<file path="src/source/fx3_pkg.sv">
package fx3_pkg;

    // slave fifo bus widths
    localparam int DATA_W = 32;
    localparam int ADDR_W = 2;

    // controller socket addresses on A1:A0
    // stream-out fifo, controller to fpga
    localparam logic [ADDR_W-1:0] ADDR_STREAM_OUT = 2'b11;
    // stream-in fifo, fpga to controller
    localparam logic [ADDR_W-1:0] ADDR_STREAM_IN = 2'b00;
    // parked address while no transfer runs
    localparam logic [ADDR_W-1:0] ADDR_IDLE = 2'b10;

    // words moved per loop, one full packet
    localparam int BURST_WORDS = 512;

    // loop buffer geometry
    localparam int BUF_DEPTH_W = 9;
    localparam int BUF_DEPTH = 512;

    // edges from slrd_n sampled low to the word being sampled off data_i
    localparam int READ_LATENCY = 2;

    // word counters, wide enough to hold BURST_WORDS itself
    localparam int CNT_W = 10;

    // master mode
    typedef enum logic [1:0] {
        ST_IDLE,
        ST_STREAM_OUT,
        ST_TURNAROUND,
        ST_STREAM_IN
    } master_state_t;

endpackage
</file>
<file path="src/source/fx3_bus_capture.sv">
`timescale 1ns/1ps

module fx3_bus_capture (
    input  logic                      usb_clk,
    input  logic                      reset_,
    input  logic                      flaga_i,
    input  logic                      flagb_i,
    input  logic                      flagc_i,
    input  logic                      flagd_i,
    input  logic [fx3_pkg::DATA_W-1:0] data_i,
    input  logic                      slrd_n_i,
    output logic                      flags_ok_rd_o,
    output logic                      flags_ok_wr_o,
    output logic [fx3_pkg::DATA_W-1:0] rd_word_o,
    output logic                      rd_word_valid_o
);
    import fx3_pkg::*;

    logic                    flaga_q;
    logic                    flagb_q;
    logic                    flagc_q;
    logic                    flagd_q;
    logic [READ_LATENCY-1:0] rd_pipe;

    // flags cross into the fsm through one register
    always_ff @(posedge usb_clk or negedge reset_) begin
        if (!reset_) begin
            flaga_q <= 1'b0;
            flagb_q <= 1'b0;
            flagc_q <= 1'b0;
            flagd_q <= 1'b0;
        end else begin
            flaga_q <= flaga_i;
            flagb_q <= flagb_i;
            flagc_q <= flagc_i;
            flagd_q <= flagd_i;
        end
    end

    // c and d high, full packet waiting in stream-out fifo
    assign flags_ok_rd_o = flagc_q & flagd_q;
    // a and b high, stream-in fifo has room
    // b low is back-pressure
    assign flags_ok_wr_o = flaga_q & flagb_q;

    // strobe as the controller saw it, one stage per edge
    // top bit set means data_i holds a real word right now,
    // sampled on the READ_LATENCY-th edge after the strobe
    always_ff @(posedge usb_clk or negedge reset_) begin
        if (!reset_) begin
            rd_pipe <= '0;
            rd_word_valid_o <= 1'b0;
        end else begin
            rd_pipe <= {rd_pipe[READ_LATENCY-2:0], ~slrd_n_i};
            rd_word_valid_o <= rd_pipe[READ_LATENCY-1];
        end
    end

    // payload, taken every cycle and qualified by the valid bit
    always_ff @(posedge usb_clk) begin
        rd_word_o <= data_i;
    end

endmodule

</file>
<file path="config.mk">
export PLATFORM = sky130hd
export DESIGN_NAME = fx3_bus_capture
export DESIGN_NICKNAME = d
export VERILOG_FILES = /design/src/source/fx3_pkg.sv /design/src/source/fx3_bus_capture.sv
export SDC_FILE = /design/constraint.sdc
export NUM_CORES = 1
export LEC_CHECK = 0
export BUFFER_PORTS_ARGS = -buffer_cell sky130_fd_sc_hd__buf_2
export CORE_MARGIN = 1
export CORE_UTILIZATION = 30
export CTS_BUF_LIST = sky130_fd_sc_hd__clkbuf_2 sky130_fd_sc_hd__clkbuf_4 sky130_fd_sc_hd__clkbuf_8
export CTS_CLUSTER_SIZE = 24
export DETAILED_ROUTE_END_ITERATION = 7
export PLACE_DENSITY = 0.66
export SLEW_MARGIN = 20
export SYNTH_ARGS = -nofsm -noshare
export SYNTH_HDL_FRONTEND = slang
export SYNTH_SLANG_ARGS = --single-unit
</file>
<file path="constraint.sdc">
create_clock -name usb_clk -period 1.1 [get_ports usb_clk]
set_input_delay 0.22 -clock usb_clk [delete_from_list [all_inputs] [get_ports usb_clk]]
set_output_delay 0.22 -clock usb_clk [all_outputs]
set_load 0.05 [all_outputs]
</file>
* After elaboration in Yosys (flattened, before gate mapping)
Cells that the tools add are included. Widths: inputs -> output; s select.
Word-level totals: bits in registers 39, bits in latches 0, RAM bits 0, memory bits (read-only) 0, output and inout bits 35, memories kept 0
Operators by class: add/subtract/negate cells 0, $mul 0, divide/modulo/power cells 0, magnitude comparators 0, equal/unequal tests 0, shift-type cells 0, muxes and demuxes 0, bitwise logic cells 3, reduce and logical (&&, ||, !) cells 0
Operators with widths (number):
- $and 1x1->1 | 2
- $not 1->1 | 1

* Logic depth before layout (Yosys ltp)
depth after elaboration 1, gate-level depth with buffers 1, mapped depth without buffers 1

* Worst setup path before layout
No wires, ideal clock.
path type register to output, from register flagc_q, to output port flags_ok_rd_o, data arrival time 0.712 ns, data required time 0.880 ns, path slack 0.168 ns, stages on the path, launching flop included 2, buffers on the path 0, path through dfrtp_1 > and2_1
Between the ends: word-level cells in the longest chain between the ends 1
RTL lines:
- from (decl) | RTL line fx3_bus_capture.sv:21 | logic flagc_q;
- from (signal assigned) | RTL line fx3_bus_capture.sv:35 | flagc_q <= flagc_i;
- $and 1x1->1 | RTL line fx3_bus_capture.sv:41 | assign flags_ok_rd_o = flagc_q & flagd_q;
- to (decl) | RTL line fx3_bus_capture.sv:12 | output logic flags_ok_rd_o,
Every way passes these cells.

* Worst setup path in the final report
from register flagd_q, to output port flags_ok_rd_o
Between the ends: word-level cells in the longest chain between the ends 1
RTL lines:
- from (decl) | RTL line fx3_bus_capture.sv:22 | logic flagd_q;
- from (signal assigned) | RTL line fx3_bus_capture.sv:36 | flagd_q <= flagd_i;
- $and 1x1->1 | RTL line fx3_bus_capture.sv:41
Every way passes these cells.

==> reports/metrics.csv <==
metric,value,unit
routability cong.,0.644,
count of filler cells inserted in the layout,157,
outcome,finished with violations,
WL final,2590,µm
net count after synthesis,81,
max cap viols,0,
most used cells in the layout excluding fill and tap cells,"sky130_fd_sc_hd__dlygate4sd3_1 (38), sky130_fd_sc_hd__buf_2 (38), sky130_fd_sc_hd__buf_6 (24), sky130_fd_sc_hd__dfxtp_1 (24), sky130_fd_sc_hd__buf_4 (9)",
Overall Power,3.27,mW
Mapped Avg Cell Area,19.8,µm²
WS Path Type,flip-flop to output port,
placeable core region,0.00254,mm²
detailed router's first-iteration violation count,4,
synth-to-layout area growth,132,%
met2 global-route usage,0.325,
setup repair after global routing missed its margin,yes,
starting density of the core,0.327,
Leakage Power,0.933,nW
library cell used as clock root buffer,sky130_fd_sc_hd__clkbuf_4,
final clock period utilization by the worst path,1.13,
crit end category,output port,
first-pass detailed-route iteration total,4,
clock network latency to the later pin of the worst-skew pair,330,ps
met1 Usage GRT,0.0890,
worst path arrival time,1020,ps
fraction of layout instances using a drive strength above 1,0.565,
final critical-path setup slack,-140,ps
number of slew-limit violations in the final report,0,
type of the worst min-delay path,input pin to async pin,
sort of element at the start of the critical path,flip-flop,
vias,770,
global-route wire length before repair,2860,µm
number of global-route vias before repair,751,
CTS tree,yes,
number of warning messages in the yosys log,0,
Worst VDD drop,1470,µV
area of combinational cells with multiple inputs,17.5,µm²
pin count of the biggest net entering global routing,13,
buffers added on ports,73,
Rel. slew slack,0.889,
Netlist cell types,4,
"Most Used Layer, Global Route",met2,
actual slew at the worst max-slew pin,167,ps
PD cells,1690,mW/mm²
CP Max Fanout,1,
non-filler instance count after layout,191,
sequential fraction of the synthesis area,0.980,
Register Area,826,µm²
number of design rule violations left after detail routing,0,
netlist area before placement,832,µm²
number of placed cells counting well taps,145,
average wire length per cell after detail routing,13.6,µm
initial antenna violation count,0,
shortest clock period the worst path allows after layout,1240,ps
Worst Hold Margin,237,ps
Crit path required time,880,ps
Antenna Violating Nets Remaining,0,
floorplan die area,0.00299,mm²
buffer count from post-CTS setup fixing,0,
row cnt,18,
number of H-tree levels,2,
worst setup path startpoint,flagd_q,
Clock Tree Buf Depth,2,
count of pins on the block boundary,74,
worst slack at placement,195,ps
achievable clock frequency,806,MHz
final setup TNS,-283,ps
gr ovfl total,0,
register bit count reported by yosys,39,
number of buffers added by the clock tree synthesis step,5,
HPWL reported at the end of detailed placement,1160,µm
number of cells produced by synthesis,42,
clock tree skew after final layout,9.82,ps
Total Routing Usage GR,0.152,
die boundary height,54.7,µm
CTS sink count,39,
violated checks,negative setup slack,
clock-pin transition on the worst setup and hold timing paths,120,ps
Ant. Diodes,0,
Avg Vias per Cell,4.03,
worst reg2reg path startpoint,rd_pipe[0],
final count of hold timing violations,0,
Register-to-Register Path Depth,0,
NumNets Final,199,
Setup-failing EPs final,3,
Die X,54.7,µm
met3 track utilization from global routing,0.0583,
cell families (layout without fill, tap and decap cells):
kind of cell           after synthesis  after routing  synth area share
buffers and inverters                1            120           0.00451
flip-flops                          39             39             0.980
AND/OR/NAND/NOR                      2              2            0.0150
registers in the layout (all words and copies together) (netlist names):
register and cells:
flagd_q 1, flagc_q 1, flagb_q 1, rd_word_o 32, flaga_q 1, rd_word_valid_o 1
rd_pipe 2
where the power goes:
| group | internal [mW] | leakage [nW] | switching, mW | total, mW |
|---|---|---|---|---|
| combinational | 0.258 | 0.526 | 0.312 | 0.570 |
| sequential | 1.49 | 0.352 | 0.0310 | 1.53 |
| clock | 0.734 | 0.0559 | 0.436 | 1.17 |
path summary, 6_finish.rpt:
kind / slack [ps] / to
setup / recovery: -140 / flags_ok_rd_o
hold / removal: 240 / rd_word_valid_o
setup reg to reg: 610 / rd_pipe[1]
hold reg to reg: 370 / rd_word_valid_o
max in group asynchronous: 700 / rd_pipe[1]
min in group usb_clk: 370 / rd_word_valid_o
timing repair:
item	CTS	global route
hold buffers	37	1
pin swaps	1	1
endpoints found under the setup margin	35	26
resized for setup	40	33
hold endpoints to repair	43	1
synth_stat cells:
library cell	count	area, µm²
sky130_fd_sc_hd__dfxtp_1	32	641
sky130_fd_sc_hd__and2_1	2	12.5
sky130_fd_sc_hd__inv_1	1	3.75
sky130_fd_sc_hd__dfrtp_1	7	175
area by class of cell:
class,instances,share of cell area
Clock buffer,6,0.0234
Clock inverter,2,0.0311
Inverter,1,0.00195
Multi-Input combinational cell,2,0.00909
Sequential cell,39,0.428
Tap cell,30,0.0195
Timing Repair Buffer,111,0.487
routing by layer:
| metal | up-vias | share of wire |
|---|---|---|
| met1 | 357 | 0.31 |
| met3 | 6 | 0.081 |
| met2 | 46 | 0.59 |
| met5 | - | 0 |
| met4 | 0 | 0.020 |
| li1 | 361 | - |
worst max-delay path, stage by stage (launching register included):
cell and delay (ps):
sky130_fd_sc_hd__dfrtp_1 390, sky130_fd_sc_hd__and2_4 160, sky130_fd_sc_hd__buf_8 140
stage by stage:
stage          area [µm²]  utilization
2_1_floorplan         832            -
3_3_place_gp         1230        0.485
3_5_place_dp         1230        0.485
4_1_cts              1820        0.713
5_1_grt              1930        0.758
6_report             1930        0.758
Power figures use the tool's default switching activity.
