[src/source/fx3_pkg.sv]
package fx3_pkg;

    // slave fifo bus widths
    localparam int DATA_W = 32;
    localparam int ADDR_W = 2;

    // controller socket addresses on A1:A0
    // stream-out fifo, controller to fpga
    localparam logic [ADDR_W-1:0] ADDR_STREAM_OUT = 2'b11;
    // stream-in fifo, fpga to controller
    localparam logic [ADDR_W-1:0] ADDR_STREAM_IN = 2'b00;
    // parked address while no transfer runs
    localparam logic [ADDR_W-1:0] ADDR_IDLE = 2'b10;

    // words moved per loop, one full packet
    localparam int BURST_WORDS = 512;

    // loop buffer geometry
    localparam int BUF_DEPTH_W = 9;
    localparam int BUF_DEPTH = 512;

    // edges from slrd_n sampled low to the word being sampled off data_i
    localparam int READ_LATENCY = 2;

    // word counters, wide enough to hold BURST_WORDS itself
    localparam int CNT_W = 10;

    // master mode
    typedef enum logic [1:0] {
        ST_IDLE,
        ST_STREAM_OUT,
        ST_TURNAROUND,
        ST_STREAM_IN
    } master_state_t;

endpackage
[src/source/fx3_bus_driver.sv]
`timescale 1ns/1ps

module fx3_bus_driver (
    input  logic                      usb_clk,
    input  logic                      reset_,
    input  fx3_pkg::master_state_t    state_i,
    input  logic                      rd_issue_i,
    input  logic                      wr_issue_i,
    input  logic [fx3_pkg::DATA_W-1:0] wdata_i,
    output logic                      slcs_n_o,
    output logic                      slrd_n_o,
    output logic                      sloe_n_o,
    output logic                      slwr_n_o,
    output logic [fx3_pkg::ADDR_W-1:0] addr_o,
    output logic [fx3_pkg::DATA_W-1:0] data_o,
    output logic                      data_oe_o
);
    import fx3_pkg::*;

    logic [ADDR_W-1:0] addr_nxt;

    // socket select per mode
    always_comb begin
        case (state_i)
            ST_STREAM_OUT: addr_nxt = ADDR_STREAM_OUT;
            ST_STREAM_IN:  addr_nxt = ADDR_STREAM_IN;
            default:       addr_nxt = ADDR_IDLE;
        endcase
    end

    // control pins, all flopped so they move on one edge
    always_ff @(posedge usb_clk or negedge reset_) begin
        if (!reset_) begin
            slcs_n_o  <= 1'b1;
            slrd_n_o  <= 1'b1;
            sloe_n_o  <= 1'b1;
            slwr_n_o  <= 1'b1;
            addr_o    <= ADDR_IDLE;
            data_oe_o <= 1'b0;
        end else begin
            // chip selected whenever a transfer is in progress
            slcs_n_o  <= (state_i == ST_IDLE);
            slrd_n_o  <= ~rd_issue_i;
            // controller drives the bus for the whole stream-out
            sloe_n_o  <= (state_i != ST_STREAM_OUT);
            slwr_n_o  <= ~wr_issue_i;
            addr_o    <= addr_nxt;
            // fpga owns the bus only during stream-in
            data_oe_o <= (state_i == ST_STREAM_IN);
        end
    end

    // write data lines up with slwr_n
    always_ff @(posedge usb_clk) begin
        data_o <= wdata_i;
    end

endmodule

[config.mk]
export PLATFORM = sky130hd
export DESIGN_NAME = fx3_bus_driver
export DESIGN_NICKNAME = d
export VERILOG_FILES = /design/src/source/fx3_pkg.sv /design/src/source/fx3_bus_driver.sv
export SDC_FILE = /design/constraint.sdc
export NUM_CORES = 1
export LEC_CHECK = 0
export ABC_AREA = 1
export BUFFER_PORTS_ARGS = -buffer_cell sky130_fd_sc_hd__buf_4
export CAP_MARGIN = 20
export CELL_PAD_IN_SITES_DETAIL_PLACEMENT = 1
export CELL_PAD_IN_SITES_GLOBAL_PLACEMENT = 2
export CORE_UTILIZATION = 21
export DETAILED_ROUTE_END_ITERATION = 8
export PLACE_DENSITY_LB_ADDON = 0.1
export SLEW_MARGIN = 40
export SYNTH_ARGS = -nofsm -noshare
export SYNTH_HDL_FRONTEND = slang
export SYNTH_SLANG_ARGS = --single-unit
[constraint.sdc]
create_clock -name usb_clk -period 1.9 [get_ports usb_clk]
set_clock_uncertainty 0.2 [all_clocks]
set_input_delay 0.095 -clock usb_clk [delete_from_list [all_inputs] [get_ports usb_clk]]
set_output_delay 0.095 -clock usb_clk [all_outputs]
set_load 0.05 [all_outputs]
* After elaboration in Yosys (flattened, before gate mapping)
Cells that the tools add are included.
** Cells by class
- Eq/ne operators :: 3
- Muxes and demuxes :: 1
- Bitwise operators :: 2
- Reduce and logical (&&, ||, !) cells :: 1
** Operator list (number)
- one-hot mux 2 bit (2 select lines) :: 1
- == test 2 x 1 -> 1 bit (second input constant) :: 1
- == test 2 bit (second input constant) :: 1
- zero test 2 bit :: 1
- != test 2 x 1 -> 1 bit (second input constant) :: 1
- NOT 1 bit :: 2
** Storage, ports and cells
- Flip-flop bits (word level) :: 39
- Bits of input ports :: 38
- Output and inout bits :: 39
- Word-level logic and storage cells :: 14

* Depth between registers and ports, before layout
Gate-level depths: netlist (run 1).
- Depth in word-level cells :: 2
- Gate-level depth with buffers :: 2
- Gate-level depth less buffers :: 2

* Worst setup path before layout (run 1)
No wires, ideal clock.
- Kind :: flip-flop to output port
- From :: register addr_o[1] (netlist bit)
- To :: output addr_o[1] (netlist bit)
- Data arrival time :: 0.656 ns
- Setup slack :: 0.949 ns
- Cell stages (with the launch flop) :: 1
- Path buffers :: 0
- Path through :: dfstp_2
** RTL lines
- start: declaration :: RTL line fx3_bus_driver.sv:14 : output logic [fx3_pkg::ADDR_W-1:0] addr_o,
- start signal: assignment :: RTL line fx3_bus_driver.sv:47 : addr_o <= addr_nxt;
No word-level cell between the ends.

* Worst setup path in the final report (run 1)
- From :: input state_i[0]
- To :: register slcs_n_o
** On the way
- Longest elaborated chain between the ends :: 1
** Ends and longest elaborated chain
- start: declaration :: RTL line fx3_bus_driver.sv:6 : input fx3_pkg::master_state_t state_i,
- zero test 2 bit :: RTL line fx3_bus_driver.sv:42 : slcs_n_o <= (state_i == ST_IDLE);
- end signal: assignment :: RTL line fx3_bus_driver.sv:42
- end: declaration :: RTL line fx3_bus_driver.sv:10 : output logic slcs_n_o,
No other way between the ends.

==> results of run 1 <==
power groups by stage:
| stage | clock (mW) | sequential [mW] | combinational, mW |
|---|---|---|---|
| after floorplan | 0 | 1.05 | 0.00385 |
| after global placement | 0 | 0.896 | 0.292 |
| after detailed placement | 0 | 0.898 | 0.292 |
| after CTS | 0.537 | 0.880 | 0.356 |
| after global routing | 0.573 | 0.884 | 0.374 |
| final | 0.508 | 0.880 | 0.356 |
state kept, by name, summed over array words and instances (netlist names):
signal,count
sloe_n_o,1
slwr_n_o,1
data_o,32
slrd_n_o,1
slcs_n_o,1
data_oe_o,1
addr_o,2
cells in the final DEF (no fill, tap or decap):
cell type	synthesis	layout
inv_1	5	5
clkinv_2	0	1
dfstp_2	5	5
clkbuf_8	0	5
dfrtp_1	2	2
nand2_1	2	2
buf_4	0	76
dlygate4sd3_1	0	39
clkbuf_1	0	2
nor2_1	2	2
dfxtp_1	32	32
layout make-up:
class                      instances  area share
timing repair buffer             115       0.491
sequential                        39       0.420
multi-input combinational          4     0.00767
clock buffer                       7      0.0390
inverter                           5     0.00958
clock inverter                     1     0.00256
tap                               48      0.0307
worst max-delay path, delay by kind of cell:
kind | cells | cell delay (ns)
AND/OR/NAND/NOR | 1 | 0.11
buffers and inverters | 3 | 1.29
path summary, 6_finish.rpt:
check / startpoint / cells past startpoint / to
max in group asynchronous: reset_ / 3 / data_oe_o
min: reset_ / 2 / slcs_n_o
max: state_i[0] / 4 / slcs_n_o
min in group usb_clk: wdata_i[10] / 2 / data_o[10]
metal layers:
metal / GRT usage / up-vias
li1: - / 383
met4: 0.0598 / 0
met3: 0.0793 / 2
met5: 0 / -
met1: 0.111 / 345
met2: 0.214 / 59
through the flow:
step                std cells   util  setup WS (ns)
floorplan                  48      -          0.949
global placement          172  0.394          0.927
detailed placement        172  0.394          0.923
CTS                       219  0.519          0.515
global route              219  0.519          0.355
finish                    219  0.519          0.408
logic make-up (layout without fill, tap and decap cells):
kind of cell,after synthesis,after routing,share of synthesized area
buffers and inverters,5,128,0.0219
and+or+nand+nor,4,4,0.0176
DFF,39,39,0.961
timing repair:
item | in CTS | in global routing
hold buffers | 39 | 0
setup endpoints to repair | 0 | 0
endpoints found under the hold margin | 46 | 0
==> results.toml, run 1 <==
[outcome]
status = "complete, no violations"

[grt]
grt_pass1_wl_mm = 3.87
grtUsageTotal = 0.124
grt.overflow.total = 0
antenna_found_initial = 0
grt_pass1_vias = 862
grt_start_max_net_pins = 12

[power_and_ir_drop]
clockPowerShare = 0.291
pwr-share-comb = 0.204
swShare = 0.266
power_mw = 1.74
power_leakage_nw = 0.958
powerDensity_mw_per_mm2 = 891
p_sw_mw = 0.465
internal_power_mw = 1.28
seqPwrFrac = 0.504
peakVddDrop_mv = 0.456

[yosys]
yosys-top-cells-count = "dfxtp_1, dfstp_2, inv_1"
synth_area_um2 = 856
synth.area.top_cells = "dfxtp_1, dfstp_2, dfrtp_1"
syn_avg_cell_area_um2 = 17.8
synth.lib_cells_used.distinct = 6
synth.yosys.seq_area_share = 0.961
mappedNetlistNets = 86
synth-main-ff-cell = "dfxtp_1"
synth_async_sr_flop_share = 0.179
synth-edff-count = 0
synth_seq_cells = 39
yosysTopAreaCell = "dfxtp_1"
synth_cells = 48
yosysMostFrequentCell = "dfxtp_1"
synth_top_area_frac = 0.749
yosysWarnings = 0

[final_layout]
seq_area_um2 = 822
fillers = 385
area_delta_synth_final_pct = 129
design_area_mm2 = 0.00196
drive_gt1_frac = 0.509
nets = 208
n_antenna_cell = 0
multi_input_area_um2 = 15.0

[sta]
rsz0062_at_grt = "no"
fmax_ghz = 0.670
tightest_slew_ns = 0.155
fin_crit_ns = 1.49
final_hold_viol_count = 0
tns_ns = 0
slew_headroom = 0.898
fin_crit_sh = 0.785
setup-violations-final = 0
maxSlewViolCount = 0
worst_hold_slack_ns = 0.128

[drt]
drc = 0
dr_total_vias = 789
drtAntennaViolNets = 0
first_iter_violations = 13
routed.top_layer = "met4"
dr_wl_met3_um = 399
drt-vias-per-instance = 3.60
routedWlPerCell_um = 11.4
drt-met1-wl_um = 822
wirelength_mm = 2.49
dr.pass1.iters = 4
route.met2.wl_mm = 1.25

[place]
place_area_mm2 = 0.00149
dpl.hpwl_mm = 1.55
io_buffers = 76
place.gp.congestion = 0.672

[critical_path]
crit_path_end_kind = "flip-flop"
cp_slowest_cell = "dlygate4sd3_1"
crit_required_ns = 1.91
slowest_delay_ns = 0.58
critPathMaxFanout = 4
crit_chain = "dlygate4sd3_1, buf_4, nor2_1, dlygate4sd3_1"
cp_common_cell = "dlygate4sd3_1"
start_kind = "input port"
arrival_ns = 1.50
worstSetupPathType = "in2reg"

[cts]
clkTransAtPathRegs_ns = 0.06
cts_tree = "built"
cts_root_buf = "clkbuf_8"
post_cts_buffers = 0
cts_buffers = 5
cts_max_level = 2
cts.sinks = 39
cts_resized = 0
clockBufferDepth = 2

[min_path]
hp-class = "in2async"

[die]
die_y_um = 65.8
rows = 22
placeableCoreArea_mm2 = 0.00377
initial_core_util = 0.227
dieArea_mm2 = 0.00433
die_x_um = 65.8
io_pins = 77

[job]
cap_violations = 0
Note: power is estimated with default switching activity, not from simulation.
==> run 2, diff against run 1 <==
--- a/config.mk
+++ b/config.mk
@@ -10,7 +10,7 @@
 export CAP_MARGIN = 20
 export CELL_PAD_IN_SITES_DETAIL_PLACEMENT = 1
 export CELL_PAD_IN_SITES_GLOBAL_PLACEMENT = 2
-export CORE_UTILIZATION = 21
+export CORE_UTILIZATION = 20
 export DETAILED_ROUTE_END_ITERATION = 8
 export PLACE_DENSITY_LB_ADDON = 0.1
 export SLEW_MARGIN = 40
==> constraint.sdc (replaced) <==
create_clock -name usb_clk -period 1.53 [get_ports usb_clk]
set_clock_uncertainty 0.2 [all_clocks]
set_input_delay 0.0765 -clock usb_clk [delete_from_list [all_inputs] [get_ports usb_clk]]
set_output_delay 0.0765 -clock usb_clk [all_outputs]
set_load 0.05 [all_outputs]
==> run 2 against run 1 <==
Net effect: setup slack worse by 0.26 ns; power up 33%; die area up 4.8%; first-iteration DRC count up 7.7%; non-clock buffer count unchanged; sequential share of layout area down 0.50 points; critical path depth unchanged; clock power up 56%; via count up 2.0%; cell count up 0.46%; critical endpoint unchanged.
==> results.toml, run 2 (synthesis gave the netlist of run 1 again) <==
[place]
place_ws_ns = 0.568
dp.cells = 174
dpl.hpwl_mm = 1.51
place.gp.congestion = 0.614
io_buffers = 76

[drt]
dr_total_vias = 805
drt-vias-per-instance = 3.66
dr.pass1.iters = 2
wirelength_mm = 2.44
routedWlPerCell_um = 11.1
first_iter_violations = 14
drc = 0
drtAntennaViolNets = 0

[sta]
tns_ns = 0
maxSlewViolCount = 0
final_hold_viol_count = 0
worst_slack_ns = 0.152
fin_crit_sh = 0.901
tightest_slew_ns = 0.153
fin_crit_ns = 1.38
setup-violations-final = 0
slew_headroom = 0.899
fmax_ghz = 0.725
rsz0062_at_grt = "no"

[final_layout]
nets = 208
layout_common_cells = "buf_4, dlygate4sd3_1, dfxtp_1"
instances_no_fill = 220
fillers = 433
biggestRegsByFlops = "data_o (32), addr_o (2)"
largest_reg_flops = 32
drive_gt1_frac = 0.512
layout_commonest_cell = "buf_4"
area_delta_synth_final_pct = 132
n_antenna_cell = 0
top_register = "data_o"

[grt]
grt_start_max_net_pins = 12
grtUsageTotal = 0.122
antenna_found_initial = 0
grt_pass1_vias = 856
grt.overflow.total = 0
grt_pass1_wl_mm = 3.78

[outcome]
status = "complete, no violations"

[min_path]
hp-class = "in2async"

[power_and_ir_drop]
peakVddDrop_mv = 0.626
power_leakage_nw = 0.967
powerDensity_mw_per_mm2 = 1170
power_mw = 2.32

[cts]
clkTransAtPathRegs_ns = 0.07
clockBufferDepth = 2
cts_max_level = 2
cts.sinks = 39
cts_buffers = 5
cts_tree = "built"
cts_root_buf = "clkbuf_8"

[die]
rows = 23
dieArea_mm2 = 0.00454
die_y_um = 67.4
placeableCoreArea_mm2 = 0.00406
initial_core_util = 0.211
die_x_um = 67.4
io_pins = 77

[critical_path]
start_kind = "input port"
crit_required_ns = 1.55
critPathMaxFanout = 4
worstSetupPathType = "in2reg"
arrival_ns = 1.40
crit_path_end_kind = "flip-flop"

[job]
cap_violations = 0
[run 2: path summary, 6_finish.rpt]
check	from	cells past startpoint	endpoint
setup / recovery	state_i[1]	4	slcs_n_o
hold / removal	reset_	2	sloe_n_o
max in group asynchronous	reset_	3	data_oe_o
min in group usb_clk	wdata_i[5]	2	data_o[5]
[run 2: per-stage QoR]
| stage | cell area, um2 | utilization | hold WS [ns] |
|---|---|---|---|
| floorplan | 856 | - | -0.419 |
| global placement | 1490 | 0.367 | -0.311 |
| detailed placement | 1490 | 0.367 | -0.306 |
| CTS | 1980 | 0.488 | 0.0960 |
| global route | 1980 | 0.488 | 0.130 |
| finish | 1980 | 0.488 | 0.113 |
[run 2: worst max-delay path: stages]
cell           delay [ns]
dlygate4sd3_1        0.54
buf_4                0.15
nor2_1               0.08
dlygate4sd3_1        0.55
[run 2: metal layers]
metal / global-route usage / vias to the layer above / wire length (um)
li1: - / 382 / -
met1: 0.0919 / 373 / 696
met2: 0.240 / 42 / 1500
met3: 0.0591 / 8 / 200
met4: 0.0718 / 0 / 46
met5: 0 / - / 0
[run 2: power breakdown]
group          internal (mW)  switching, mW  total, mW  leakage (nW)
Combinational          0.193          0.249      0.442         0.567
Sequential              1.08         0.0144       1.09         0.348
Clock                  0.477          0.313      0.791        0.0513
Total                   1.75          0.577       2.32         0.967
[run 2: layout make-up]
cell class	count	area [um2]	area share
Timing Repair Buffer	115	961	0.485
Sequential cell	39	822	0.415
Clock buffer	6	72.6	0.0366
Tap cell	50	62.6	0.0316
Clock inverter	1	30.0	0.0152
Inverter	5	18.8	0.00947
Multi-Input combinational cell	4	15.0	0.00758
[run 2: timing repair]
action | in CTS | in global routing
buffers inserted | 0 | 0
resized for setup | 0 | 0
hold buffers | 39 | 0
hold endpoints to repair | 46 | 0
