[config.mk]
export PLATFORM = sky130hd
export DESIGN_NAME = fx3_master_fsm
export DESIGN_NICKNAME = d
export VERILOG_FILES = /design/src/source/fx3_pkg.sv /design/src/source/fx3_master_fsm.sv
export SDC_FILE = /design/constraint.sdc
export NUM_CORES = 1
export LEC_CHECK = 0
export ABC_AREA = 1
export BUFFER_PORTS_ARGS = -buffer_cell sky130_fd_sc_hd__buf_4
export CAP_MARGIN = 30
export CORE_ASPECT_RATIO = 0.9
export CORE_MARGIN = 2
export CORE_UTILIZATION = 45
export CTS_CLUSTER_DIAMETER = 50
export DETAILED_ROUTE_END_ITERATION = 8
export GPL_TIMING_DRIVEN = 1
export PLACE_DENSITY = 0.69
export SYNTH_ARGS = -nofsm -noshare
export SYNTH_HDL_FRONTEND = slang
export SYNTH_SLANG_ARGS = --single-unit
export TNS_END_PERCENT = 30
[constraint.sdc]
create_clock -name usb_clk -period 3.2 [get_ports usb_clk]
set_input_delay 0.32 -clock usb_clk [delete_from_list [all_inputs] [get_ports usb_clk]]
set_output_delay 0.32 -clock usb_clk [all_outputs]
set_load 0.005 [all_outputs]
[src/source/fx3_pkg.sv]
package fx3_pkg;

    // slave fifo bus widths
    localparam int DATA_W = 32;
    localparam int ADDR_W = 2;

    // controller socket addresses on A1:A0
    // stream-out fifo, controller to fpga
    localparam logic [ADDR_W-1:0] ADDR_STREAM_OUT = 2'b11;
    // stream-in fifo, fpga to controller
    localparam logic [ADDR_W-1:0] ADDR_STREAM_IN = 2'b00;
    // parked address while no transfer runs
    localparam logic [ADDR_W-1:0] ADDR_IDLE = 2'b10;

    // words moved per loop, one full packet
    localparam int BURST_WORDS = 512;

    // loop buffer geometry
    localparam int BUF_DEPTH_W = 9;
    localparam int BUF_DEPTH = 512;

    // edges from slrd_n sampled low to the word being sampled off data_i
    localparam int READ_LATENCY = 2;

    // word counters, wide enough to hold BURST_WORDS itself
    localparam int CNT_W = 10;

    // master mode
    typedef enum logic [1:0] {
        ST_IDLE,
        ST_STREAM_OUT,
        ST_TURNAROUND,
        ST_STREAM_IN
    } master_state_t;

endpackage
[src/source/fx3_master_fsm.sv]
`timescale 1ns/1ps

module fx3_master_fsm (
    input  logic                     usb_clk,
    input  logic                     reset_,
    input  logic                     flags_ok_rd_i,
    input  logic                     flags_ok_wr_i,
    input  logic [fx3_pkg::CNT_W-1:0] buf_count_i,
    input  logic                     buf_empty_i,
    output fx3_pkg::master_state_t   state_o,
    output logic                     rd_issue_o,
    output logic                     wr_issue_o,
    output logic                     pop_o
);
    import fx3_pkg::*;

    master_state_t    state;
    master_state_t    state_nxt;
    logic [CNT_W-1:0] rd_cnt;
    logic [CNT_W-1:0] wr_cnt;
    logic             rd_done;
    logic             wr_last;
    logic             buf_full_burst;
    logic             wr_go;

    // all strobes for this burst already issued
    assign rd_done = (rd_cnt == CNT_W'(BURST_WORDS));
    // the write going out now is the final one
    assign wr_last = (wr_cnt == CNT_W'(BURST_WORDS - 1));
    // every returned word has landed in the buffer
    assign buf_full_burst = (buf_count_i == CNT_W'(BURST_WORDS));

    // read strobes back to back until the burst is issued
    assign rd_issue_o = (state == ST_STREAM_OUT) & ~rd_done;

    // one write decision shared by the buffer pop and the slwr strobe
    // stalls on back-pressure or an empty buffer
    assign wr_go = (state == ST_STREAM_IN) & flags_ok_wr_i & ~buf_empty_i;
    assign wr_issue_o = wr_go;
    assign pop_o      = wr_go;

    assign state_o = state;

    // next mode
    always_comb begin
        state_nxt = state;
        case (state)
            ST_IDLE: begin
                // packet ready in the controller
                if (flags_ok_rd_i) begin
                    state_nxt = ST_STREAM_OUT;
                end
            end
            ST_STREAM_OUT: begin
                // wait out the read latency
                // leave once the last word is stored
                if (buf_full_burst) begin
                    state_nxt = ST_TURNAROUND;
                end
            end
            ST_TURNAROUND: begin
                // one dead cycle while the controller releases the bus
                state_nxt = ST_STREAM_IN;
            end
            ST_STREAM_IN: begin
                if (wr_go && wr_last) begin
                    state_nxt = ST_IDLE;
                end
            end
            default: begin
                state_nxt = ST_IDLE;
            end
        endcase
    end

    // mode register and word counters
    always_ff @(posedge usb_clk or negedge reset_) begin
        if (!reset_) begin
            state  <= ST_IDLE;
            rd_cnt <= '0;
            wr_cnt <= '0;
        end else begin
            state <= state_nxt;
            if (state == ST_IDLE) begin
                // fresh counts for the next burst
                rd_cnt <= '0;
                wr_cnt <= '0;
            end else begin
                if (rd_issue_o) begin
                    rd_cnt <= rd_cnt + 1'b1;
                end
                if (wr_go) begin
                    wr_cnt <= wr_cnt + 1'b1;
                end
            end
        end
    end

endmodule

# Word-level counts from Yosys, hierarchy flattened
# Cells that the tools add are included.
classes:
  n_eq_ne: 9
  muxes: 8
  n_reduce_logical: 5
  bitwise: 5
  n_addsub: 2
ops:
  columns: ["operator", "n"]
  rows:
  - ["$mux W10", 4]
  - ["$add A10 B1 Y10 const B", 2]
  - ["$eq A10 B10 Y1 const B", 2]
  - ["$eq A10 B9 Y1 const B", 1]
  - ["$pmux W2 S4", 1]
  - ["$mux W2", 3]
  - ["$eq A2 B2 Y1 const B", 2]
  - ["$ne A2 B2 Y1 const B", 2]
  - ["$reduce_bool A2 Y1", 2]
  - ["$and A1 B1 Y1", 3]
  - ["$reduce_and A3 Y1", 1]
  - ["$eq A2 B1 Y1 const B", 1]
  - ["$logic_not A2 Y1", 1]
  - ["$ne A2 B1 Y1 const B", 1]
  - ["$not A1 Y1", 2]
  - ["$logic_and A1 B1 Y1", 1]
word_totals:
  inputBits: 15
  out_inout_bits: 5
  elab_cells: 32
  regBits: 22

# Longest topological paths before layout
# Gate-level depths: netlist of the first run.
depth:
  word_depth: 6
  mapped_depth: 11
  ltp_nobuf: 10

# Worst setup path before layout of the first run
# No wires, ideal clock.
synth_timing:
  path_kind: "register to register"
  startpoint: "reg rd_cnt[0]"
  endpoint: "reg rd_cnt[4]"
  stages_incl_launch_ff: 12
  arrival_time_ns: 1.259
  required_ns: 3.082
  setup_time_ns: 0.118
  slack_ns: 1.823
  synth_period_minus_slack_ns: 1.377
  cell_sequence: "dfrtp_1 -> inv_1 -> ha_1 -> nand2_1 -> nor2_1 -> nand2_1 -> nor2_2 -> nor2_4 -> nor2_4 -> buf_6 -> nand2_1 -> nand2_1"
synth_between:
  elab_chain_len: 4
synth_rtl:
  columns: ["item", "line", "source"]
  rows:
  - ["start, declared", "fx3_master_fsm.sv:19", "logic [CNT_W-1:0] rd_cnt;"]
  - ["start signal, assigned", "fx3_master_fsm.sv:90", "rd_cnt <= rd_cnt + 1'b1;"]
  - ["$eq A10 B10 Y1", "fx3_master_fsm.sv:27", "assign rd_done = (rd_cnt == CNT_W'(BURST_WORDS));"]
  - ["$not A1 Y1", "fx3_master_fsm.sv:34", "assign rd_issue_o = (state == ST_STREAM_OUT) & ~rd_done;"]
  - ["$and A1 B1 Y1", "fx3_master_fsm.sv:34", null]
  - ["named net rd_issue_o", "fx3_master_fsm.sv:11", "output logic rd_issue_o,"]
  - ["$reduce_bool A2 Y1 (no line)", null, null]
# The timed path passes the listed nets, and every way through them passes these cells. The select of a mux whose other input is x is not followed.
# A chain may end at the register's enable or synchronous reset.

# Final worst setup path of the first run
layout_timing:
  startpoint: "reg rd_cnt[0]"
  endpoint: "out rd_issue_o"
layout_between:
  elab_chain_len: 3
layout_rtl:
  columns: ["item", "line"]
  rows:
  - ["$eq A10 B10 Y1", "fx3_master_fsm.sv:27"]
  - ["$not A1 Y1", "fx3_master_fsm.sv:34"]
  - ["$and A1 B1 Y1", "fx3_master_fsm.sv:34"]
  - ["end, declared", "fx3_master_fsm.sv:11"]
# No other way between the ends.

==> run metrics, run 1 <==
Antenna Violating Nets Remaining=0; RSZ-0062 raised after global routing=no; CTS tree=done; maximum vdd drop=0.2480 mV; number of standard cells in the layout, taps in and fillers out=253; Synth Net Count=213; vias in the first global route=approximately 1.2k; 1st-iter DRT viols=54; Die Wd=62.67 um; Initial Util=0.4653; Hold Startpoint=flags_ok_rd_i; CP endpoint kind=output port; # setup viols final=0; reg2reg path depth=7; CTS max path bufs=2; min-delay worst type=input port to register; vias per inst=4.992; status=completed; sequential area share after synthesis=0.3950; Mapped Area=around 1400 sq um; Crit Path Class=register to output port; Syn Inst Count=191; synth unique cells=24; reg2reg end=state_o[1]$_DFFE_PN0P_; Period minus WS final=1.932 ns; global-route total usage across every layer=0.1752; Clock Sinks=22; router iterations before antenna repair=4; Root Buffer=clkbuf_4; die footprint=3559 sq um; CP max FO=10; Skew-Pair Late Insertion Delay=0.31 ns; post-route setup TNS=0 ns; initial antenna violation count=0; headroom to the max-slew limit=0.5813; LEAKAGE=0.8464 nW; FMAX=around 520 MHz; standard-cell rows=19; routed vias=roughly 1.3k; CTS buffer count=3; slowest CP cell=dfrtp_1; WHS Path Cells=4; Arrival @ worst endpoint=1.61 ns; largest net degree at the start of global routing=23; number of port buffers=19; GRT overflow=0; DR WL/cell=11.25 um; R2R setup slack=1.34 ns; H-Tree Depth=1; layout cells sized above 1=0.1611; Final Max Slew Viols=0; synth top area cells=dfrtp_1, nand2_1, inv_1, nand3_1, nor2_1; Hold Fails Final Rpt=0; Ant. Diodes=0; CP max stage delay=0.41 ns; dpl hpwl=2.161 mm; first-pass GRT wire length=5.002 mm; pwr/cell area=532.9 nW/um^2; Avg Inst Size Synth=around 7.3 sq um; placed cells=~250; Die Y=~57 um; CP Cell Sequence=inv_1 -> ha_1 -> nand2_1 -> nor2_1 -> nand2_1 -> nor2_2 -> nor2_4 -> buf_4; Post-Route Utilization=0.5372; I/O pin count=20; Worst path most repeated cell=nand2_1; P&R area growth vs syn=15.44%; CTS clock-pin slew for the worst setup and hold paths=about 0.13 ns; CP delay by family, top=simple AND/OR/NAND/NOR gates; Yosys top cell area share=0.3950; core box area=2995 sq um; #FFs+latches synth=22; clk_skew=0.005085 ns; placer congestion estimate=0.8220; reg2reg start=state_o[0]$_DFFE_PN0P_; startpoint types=register; crit path buf inv count=2; worst-margin pin slew=~0.63 ns; WL final=2.847 mm; Max-cap violations=0; final worst-path cycle share=0.6037; CTS resizes=0; cell taking the most area after synthesis=dfrtp_1; WP data required=2.88 ns; Residual DRC=0; synth warn=0; Worst Hold Path EP=state_o[0]$_DFFE_PN0P_; Nets=234
-- registers in the layout (all words and copies together) (netlist names) --
| signal | cells |
|---|---|
| state_o | 2 |
| rd_cnt | 10 |
| wr_cnt | 10 |
-- metrics by stage --
stage | total power [mW] | hold slack [ns] | setup WS (ns) | area, sq um
after CTS | 0.8663 | 0.3808 | 1.260 | 1609
after global routing | 0.9181 | 0.3849 | 1.149 | 1609
after floorplan | 0.6072 | 0.02441 | 1.823 | 1394
after detailed placement | 0.7080 | 0.2275 | 1.365 | 1563
after global placement | 0.6802 | 0.2223 | 1.508 | 1563
final | 0.8574 | 0.3852 | 1.268 | 1609
-- worst max-delay path by stage --
stage,start,endpoint,slack (ns),cells past startpoint
2_1_floorplan,rd_cnt[0]$_DFFE_PN0P_,rd_cnt[4]$_DFFE_PN0P_,1.82,11
3_3_place_gp,state_o[0]$_DFFE_PN0P_,state_o[0]$_DFFE_PN0P_,1.51,7
3_5_place_dp,state_o[0]$_DFFE_PN0P_,state_o[0]$_DFFE_PN0P_,1.37,7
4_1_cts,rd_cnt[0]$_DFFE_PN0P_,rd_issue_o,1.26,8
5_1_grt,rd_cnt[0]$_DFFE_PN0P_,rd_issue_o,1.15,8
6_report,rd_cnt[0]$_DFFE_PN0P_,rd_issue_o,1.27,8
-- cell usage after synthesis (all sizes together) --
| cell | count |
|---|---|
| dfrtp | 22 |
| nor2 | 28 |
| or2 | 2 |
| nand3b | 3 |
| clkbuf | 2 |
| nand2 | 55 |
| ha | 7 |
| o21ai | 9 |
| a21oi | 5 |
| o21bai | 1 |
| buf | 2 |
| xor2 | 3 |
| nand4 | 5 |
| inv | 25 |
| nand3 | 19 |
| nor3b | 1 |
| nor3 | 2 |
-- final cells by class --
type,instances,area [sq um]
Timing Repair Buffer,20,152.6
Clock buffer,4,36.28
Tap cell,42,52.55
Fill cell,296,1386
Inverter,25,93.84
Sequential cell,22,550.5
Multi-Input combinational cell,140,723.2
-- metal layers --
metal,share of wire,global-route usage
met2,0.55,0.3441
met3,0.041,0.03607
met5,0,0
met1,0.39,0.1891
met4,0.015,0.04762
-- what timing repair did --
item	4_1_cts	5_1_grt
hold buffers	1	0
hold endpoints to repair	22	0
setup buffers	0	0
-- tightest hold or removal path: cells and delay by family --
family                 cells  cell delay (ns)
buffers and inverters      1             0.07
and+or+nand+nor            3             0.28
-- cell usage in the layout (no fill, tap or decap) --
| cell | instances |
|---|---|
| nand3b_2 | 1 |
| inv_1 | 25 |
| dfrtp_1 | 22 |
| nor2_4 | 2 |
| o21ai_0 | 7 |
| nor2_1 | 24 |
| buf_4 | 19 |
| xor2_1 | 3 |
| nand3b_1 | 2 |
| nor2_2 | 2 |
| clkbuf_4 | 3 |
| nand3_2 | 1 |
| nor3_2 | 1 |
| dlygate4sd3_1 | 1 |
| nand2_1 | 55 |
| a21oi_1 | 5 |
| or2_2 | 2 |
| nor3b_1 | 1 |
| o21bai_1 | 1 |
| nand4_1 | 5 |
| nor3_1 | 1 |
| o21ai_2 | 2 |
| ha_1 | 7 |
| nand3_1 | 18 |
| clkbuf_8 | 1 |
-- power by group --
group,leakage (nW),switching [mW],internal [mW]
sequential,0.302,0.0325,0.307
clock,0.0210,0.0879,0.0696
combinational,0.523,0.229,0.131
-- kinds of logic after synthesis --
group / synth area share
compound gates: 0.06104
fa+ha+maj: 0.06283
flops: 0.3950
xor+xnor: 0.01885
buf+inv: 0.08618
simple gates: 0.3761
Note: power is estimated with default switching activity, not from simulation.
==> inputs of run 2 (changes only) <==
- clock period: 3.2 -> 1.9 ns (I/O delays scaled with it)
==> run metrics, run 2 (synthesis gave the netlist of run 1 again) <==
reg2reg path depth=7 (unchanged); WHS Path Cells=4 (unchanged); Residual DRC=0 (unchanged); Clock Sinks=22 (unchanged); Worst Hold Path EP=state_o[0]$_DFFE_PN0P_ (unchanged); CP delay by family, top=simple AND/OR/NAND/NOR gates (unchanged); vias per inst=4.752 (was 4.992); pwr/cell area=937.4 nW/um^2 (was 532.9 nW/um^2); Arrival @ worst endpoint=1.57 ns (was 1.61 ns); final worst-path cycle share=0.9255; Hold Startpoint=flags_ok_rd_i (unchanged); reg2reg end=state_o[1]$_DFFE_PN0P_ (unchanged); Die Y=56.80 um (unchanged); most frequent cells in the layout=nand2_1, inv_1, nor2_1, dfrtp_1, buf_4 (unchanged); standard-cell rows=19 (unchanged); CTS resizes=0 (unchanged); # setup viols final=0 (unchanged); clock power share=0.234 (was 0.184); initial antenna violation count=0 (unchanged); CTS clock-pin slew for the worst setup and hold paths=0.13 ns (about the same); min-delay worst type=input port to register (unchanged); 1st-iter DRT viols=59 (was 54); Period minus WS final=around 1.8 ns; LEAKAGE=0.8579 nW (was 0.8464 nW); router iterations before antenna repair=4 (unchanged); routed vias=1207 (was 1263); WL final=2.784 mm (was 2.847 mm); DR WL/cell=10.96 um (was 11.25 um); I/O pin count=20 (unchanged); first-pass GRT wire length=4.919 mm (was 5.002 mm); Die Wd=62.67 um (unchanged); die footprint=3559 sq um (unchanged); CP Cell Sequence=inv_1 -> ha_1 -> nand2_1 -> nor2_1 -> nand2_1 -> nor2_2 -> nor2_4 -> buf_4 (unchanged); CTS tree=done (unchanged); H-Tree Depth=1 (unchanged); FMAX=568.7 MHz; global-route total usage across every layer=0.1706 (was 0.1752); power share of the combinational group=0.390 (was 0.420); CTS buffer count=3 (unchanged); number of standard cells in the layout, taps in and fillers out=254 (was 253); Int Pwr=961.5 uW (was 508.3 uW); Ant. Diodes=0 (unchanged); GRT overflow=0 (unchanged); WP data required=1.71 ns (was 2.88 ns); P_sw=569.2 uW (was 349.2 uW); core box area=2995 sq um (unchanged); switch share=0.3718 (was 0.4072); startpoint types=register (unchanged); R2R setup slack=0.28 ns (was 1.34 ns); P&R area growth vs syn=17.15% (was 15.44%); Hold Fails Final Rpt=0 (unchanged); dpl hpwl=2.096 mm (was 2.161 mm); RSZ-0062 raised after global routing=no (unchanged); CP endpoint kind=output port (unchanged); Worst path most repeated cell=nand2_1 (unchanged); worst-margin pin slew=0.3477 ns (was 0.6274 ns); placed cells=249 (was 248); Nets=235 (was 234); post-route setup TNS=0 ns (unchanged); layout cells sized above 1=0.1651 (was 0.1611); Post-Route Utilization=0.5451 (was 0.5372); largest net degree at the start of global routing=23 (unchanged); vias in the first global route=1199 (was 1242); Max-cap violations=0 (unchanged); CTS max path bufs=2 (unchanged); Antenna Violating Nets Remaining=0 (unchanged); CP max FO=10 (unchanged); Skew-Pair Late Insertion Delay=0.31 ns (about the same); Seq pwr share=0.375 (was 0.397); status=completed (unchanged); headroom to the max-slew limit=0.7677 (was 0.5813); clk_skew=0.002686 ns (was 0.005085 ns); reg2reg start=state_o[0]$_DFFE_PN0P_ (unchanged); Crit Path Class=register to output port (unchanged); slowest CP cell=dfrtp_1 (unchanged); Root Buffer=clkbuf_4 (unchanged); Final Max Slew Viols=0 (unchanged); most common cell after layout, fill and taps aside=nand2_1 (unchanged); Initial Util=0.4653 (unchanged); crit path buf inv count=2 (unchanged); number of port buffers=19 (unchanged); maximum vdd drop=0.5134 mV (was 0.2480 mV); placer congestion estimate=0.8111 (was 0.8220); CP max stage delay=0.41 ns (about the same)
==> run 2: changes by cell type in the layout (fill, tap and decap cells not counted), sizes merged <==
cell	previous run	this run
buf	19	20
bufinv	0	1
clkbuf	4	3
==> run 2: worst max path at each step <==
stage	startpoint	end	slack, ns	depth (start not counted)
floorplan	rd_cnt[0]$_DFFE_PN0P_	rd_cnt[4]$_DFFE_PN0P_	0.52	11
global placement	state_o[0]$_DFFE_PN0P_	state_o[1]$_DFFE_PN0P_	0.33	7
detailed placement	state_o[0]$_DFFE_PN0P_	rd_cnt[6]$_DFFE_PN0P_	0.28	6
CTS	rd_cnt[0]$_DFFE_PN0P_	rd_issue_o	0.12	8
global route	rd_cnt[0]$_DFFE_PN0P_	rd_issue_o	0.01	8
finish	rd_cnt[0]$_DFFE_PN0P_	rd_issue_o	0.14	8
==> run 2: power by group through the flow <==
| stage | registers, mW | logic, mW | clock network [mW] |
|---|---|---|---|
| 6_report | 0.574 | 0.597 | 0.359 |
| 2_1_floorplan | 0.572 | 0.450 | 0 |
| 5_1_grt | 0.584 | 0.691 | 0.391 |
| 3_3_place_gp | 0.578 | 0.585 | 0 |
| 4_1_cts | 0.573 | 0.607 | 0.376 |
| 3_5_place_dp | 0.582 | 0.602 | 0 |
==> run 2: worst min-delay path, delay by kind of cell <==
family,cells,cell delay (ns)
AND/OR/NAND/NOR,3,0.28
buffers and inverters,1,0.07
==> run 2: stage by stage <==
step | setup WS, ns | instance area [sq um] | total power, mW | hold slack, ns
2_1_floorplan | 0.5229 | 1394 | 1.023 | -0.1056
3_3_place_gp | 0.3294 | 1570 | 1.163 | 0.09675
3_5_place_dp | 0.2816 | 1570 | 1.184 | 0.1048
4_1_cts | 0.1179 | 1633 | 1.556 | 0.2450
5_1_grt | 0.01093 | 1633 | 1.666 | 0.2699
6_report | 0.1415 | 1633 | 1.531 | 0.2605
==> run 2: area by class of cell <==
| class | count | area, sq um |
|---|---|---|
| flip-flops and latches | 22 | 550.5 |
| multi-input cells | 140 | 723.2 |
| inverters | 25 | 93.84 |
| clock inverters | 1 | 30.03 |
| fillers | 310 | 1363 |
| clock buffers | 3 | 22.52 |
| well taps | 42 | 52.55 |
| repair buffers | 21 | 160.2 |
==> run 2: timing repair <==
action / 4_1_cts / 5_1_grt
hold endpoints to repair: 22 / 0
setup buffers: 0 / 0
hold buffers: 1 / 0
==> run 2: per-layer routing <==
layer | track usage | part of all wire | vias up
li1 | - | - | 642
met4 | 0.04762 | 0.010 | 0
met2 | 0.3195 | 0.52 | 15
met1 | 0.2010 | 0.44 | 546
met3 | 0.02806 | 0.026 | 4
met5 | 0 | 0 | -
==> inputs of run 3 (changes only) <==
- CORE_UTILIZATION: 45 -> 50
- PLACE_DENSITY: 0.69 -> 0.75
==> run metrics, run 3 (synthesis gave the netlist of run 1 again) <==
status=completed (unchanged); Skew-Pair Late Insertion Delay=0.32 ns (was 0.31 ns); Seq pwr share=0.360 (was 0.375); switch share=0.3786 (was 0.3718); vias per inst=5.086 (was 4.752); Hold Startpoint=flags_ok_rd_i (unchanged); GRT overflow=0 (unchanged); initial antenna violation count=0 (unchanged); CTS clock-pin slew for the worst setup and hold paths=0.14 ns (was 0.13 ns); FMAX=582.7 MHz (was 568.7 MHz); Max-cap violations=0 (unchanged); Die Wd=59.66 um (was 62.67 um); Nets=237 (was 235); Root Buffer=clkbuf_4 (unchanged); Post-Route Utilization=0.6042 (was 0.5451); router iterations before antenna repair=4 (unchanged); core box area=2703 sq um (was 2995 sq um); clock power share=0.231 (was 0.234); Antenna Violating Nets Remaining=0 (unchanged); RSZ-0062 raised after global routing=no (unchanged); vias in the first global route=1205 (was 1199); headroom to the max-slew limit=0.7640 (was 0.7677); Arrival @ worst endpoint=1.98 ns (was 1.57 ns); Clock Sinks=22 (unchanged); H-Tree Depth=1 (unchanged); CTS resizes=0 (unchanged); CP max stage delay=0.43 ns (was 0.41 ns); clk_skew=0.01307 ns (was 0.002686 ns); Period minus WS final=1.716 ns (was 1.758 ns); WHS Path Cells=4 (unchanged); number of port buffers=19 (unchanged); slowest CP cell=dfrtp_1 (unchanged); global-route total usage across every layer=0.2104 (was 0.1706); CP max FO=12 (was 10); CP endpoint kind=register (was output port); dpl hpwl=2.179 mm (was 2.096 mm); die footprint=3227 sq um (was 3559 sq um); reg2reg path depth=11 (was 7); layout cells sized above 1=0.1729 (was 0.1651); CP Cell Sequence=inv_1 -> ha_1 -> nand2_1 -> nor2_1 -> nand2_1 -> nor2_2 -> nor2_4 -> buf_4 -> nor2_4 -> nand2_1 -> o21ai_2 (was inv_1 -> ha_1 -> nand2_1 -> nor2_1 -> nand2_1 -> nor2_2 -> nor2_4 -> buf_4); final worst-path cycle share=0.9032 (was 0.9255); 1st-iter DRT viols=76 (was 59); Hold Fails Final Rpt=0 (unchanged); first-pass GRT wire length=5.085 mm (was 4.919 mm); Die Y=54.09 um (was 56.80 um); LEAKAGE=0.8693 nW (was 0.8579 nW); Final Max Slew Viols=0 (unchanged); fillers=249 (was 310); R2R setup slack=0.18 ns (was 0.28 ns); CTS max path bufs=2 (unchanged); Sequential cell area=550.5 sq um (unchanged); P_sw=601.4 uW (was 569.2 uW); # setup viols final=0 (unchanged); Worst Hold Path EP=state_o[0]$_DFFE_PN0P_ (unchanged); P&R area growth vs syn=17.15% (unchanged); worst-margin pin slew=0.3536 ns (was 0.3477 ns); Multi-input gate area=723.2 sq um (unchanged); Ant. Diodes=0 (unchanged); WP data required=2.16 ns (was 1.71 ns); routed vias=1241 (was 1207); Int Pwr=987.1 uW (was 961.5 uW); Crit Path Class=register to register (was register to output port); reg2reg end=rd_cnt[7]$_DFFE_PN0P_ (was state_o[1]$_DFFE_PN0P_); DR WL/cell=11.89 um (was 10.96 um); most frequent cells in the layout=nand2_1, inv_1, nor2_1, buf_4, dfrtp_1 (was nand2_1, inv_1, nor2_1, dfrtp_1, buf_4); I/O pin count=20 (unchanged); post-route setup TNS=0 ns (unchanged); most common cell after layout, fill and taps aside=nand2_1 (unchanged); placer congestion estimate=0.8097 (was 0.8111); Worst path most repeated cell=nand2_1 (unchanged); reg2reg start=rd_cnt[0]$_DFFE_PN0P_ (was state_o[0]$_DFFE_PN0P_); pre-CTS WS=0.2660 ns (was 0.2816 ns); startpoint types=register (unchanged); power share of the combinational group=0.409 (was 0.390); post-route worst setup slack=0.1839 ns (was 0.1415 ns); largest net degree at the start of global routing=23 (unchanged); maximum vdd drop=0.5348 mV (was 0.5134 mV); Initial Util=0.5157 (was 0.4653); CTS buffer count=3 (unchanged); standard-cell rows=18 (was 19); min-delay worst type=input port to register (unchanged); WL final=2.901 mm (was 2.784 mm); pwr/cell area=972.9 nW/um^2 (was 937.4 nW/um^2); Residual DRC=0 (unchanged); CTS tree=done (unchanged)
[run 3: cell count changes in the layout (fill, tap and decap cells not counted)]
cell	previous run	this run
buf_4	20	22
[run 3: through the flow]
step	instance area [sq um]	hold WS, ns	instances	power [mW]
floorplan	1394	-0.1056	191	1.023
global placement	1555	0.09531	237	1.159
detailed placement	1555	0.09827	237	1.196
CTS	1618	0.2219	242	1.570
global route	1633	0.2383	244	1.721
finish	1633	0.2279	244	1.589
[run 3: per-layer routing]
layer  GRT usage  vias to the layer above  part of all wire
met2      0.3931                       17              0.54
met3     0.05048                        4             0.028
li1            -                      647                 -
met1      0.2485                      573              0.43
met5           0                        -                 0
met4     0.03333                        0            0.0048
[run 3: final cells by class]
cell class                 count  share of cell area
inverter                      25             0.05747
clock buffer                   3             0.01379
tap                           30             0.02299
multi-input combinational    140              0.4429
timing repair buffer          23              0.1073
clock inverter                 1             0.01839
sequential                    22              0.3372
[run 3: worst max-delay path: cells and delay by family (launching register included)]
family | cells | cell delay, ns
fa+ha+maj | 1 | 0.16
buf+inv | 2 | 0.25
simple gates | 7 | 0.76
flops | 1 | 0.43
compound gates | 1 | 0.07
[run 3: how the worst max path moves through the flow]
stage                           start  cells after the start                     end  slack, ns
6_report        rd_cnt[0]$_DFFE_PN0P_                     11   rd_cnt[7]$_DFFE_PN0P_       0.18
5_1_grt         rd_cnt[0]$_DFFE_PN0P_                     11   rd_cnt[7]$_DFFE_PN0P_       0.03
4_1_cts         rd_cnt[0]$_DFFE_PN0P_                      8              rd_issue_o       0.08
3_5_place_dp   state_o[0]$_DFFE_PN0P_                      6   rd_cnt[7]$_DFFE_PN0P_       0.27
3_3_place_gp   state_o[0]$_DFFE_PN0P_                      7  state_o[1]$_DFFE_PN0P_       0.34
2_1_floorplan   rd_cnt[0]$_DFFE_PN0P_                     11   rd_cnt[4]$_DFFE_PN0P_       0.52
[run 3: power groups by stage]
stage	clock, mW	combinational (mW)	sequential [mW]
floorplan	0	0.450	0.572
CTS	0.380	0.618	0.572
global route	0.397	0.738	0.585
finish	0.367	0.650	0.571
global placement	0	0.582	0.577
detailed placement	0	0.615	0.581
[run 3: what timing repair did]
item	in CTS	in global routing
hold buffers	1	0
setup buffers	0	2
endpoints found under the hold margin	22	0
setup endpoints to repair	0	1
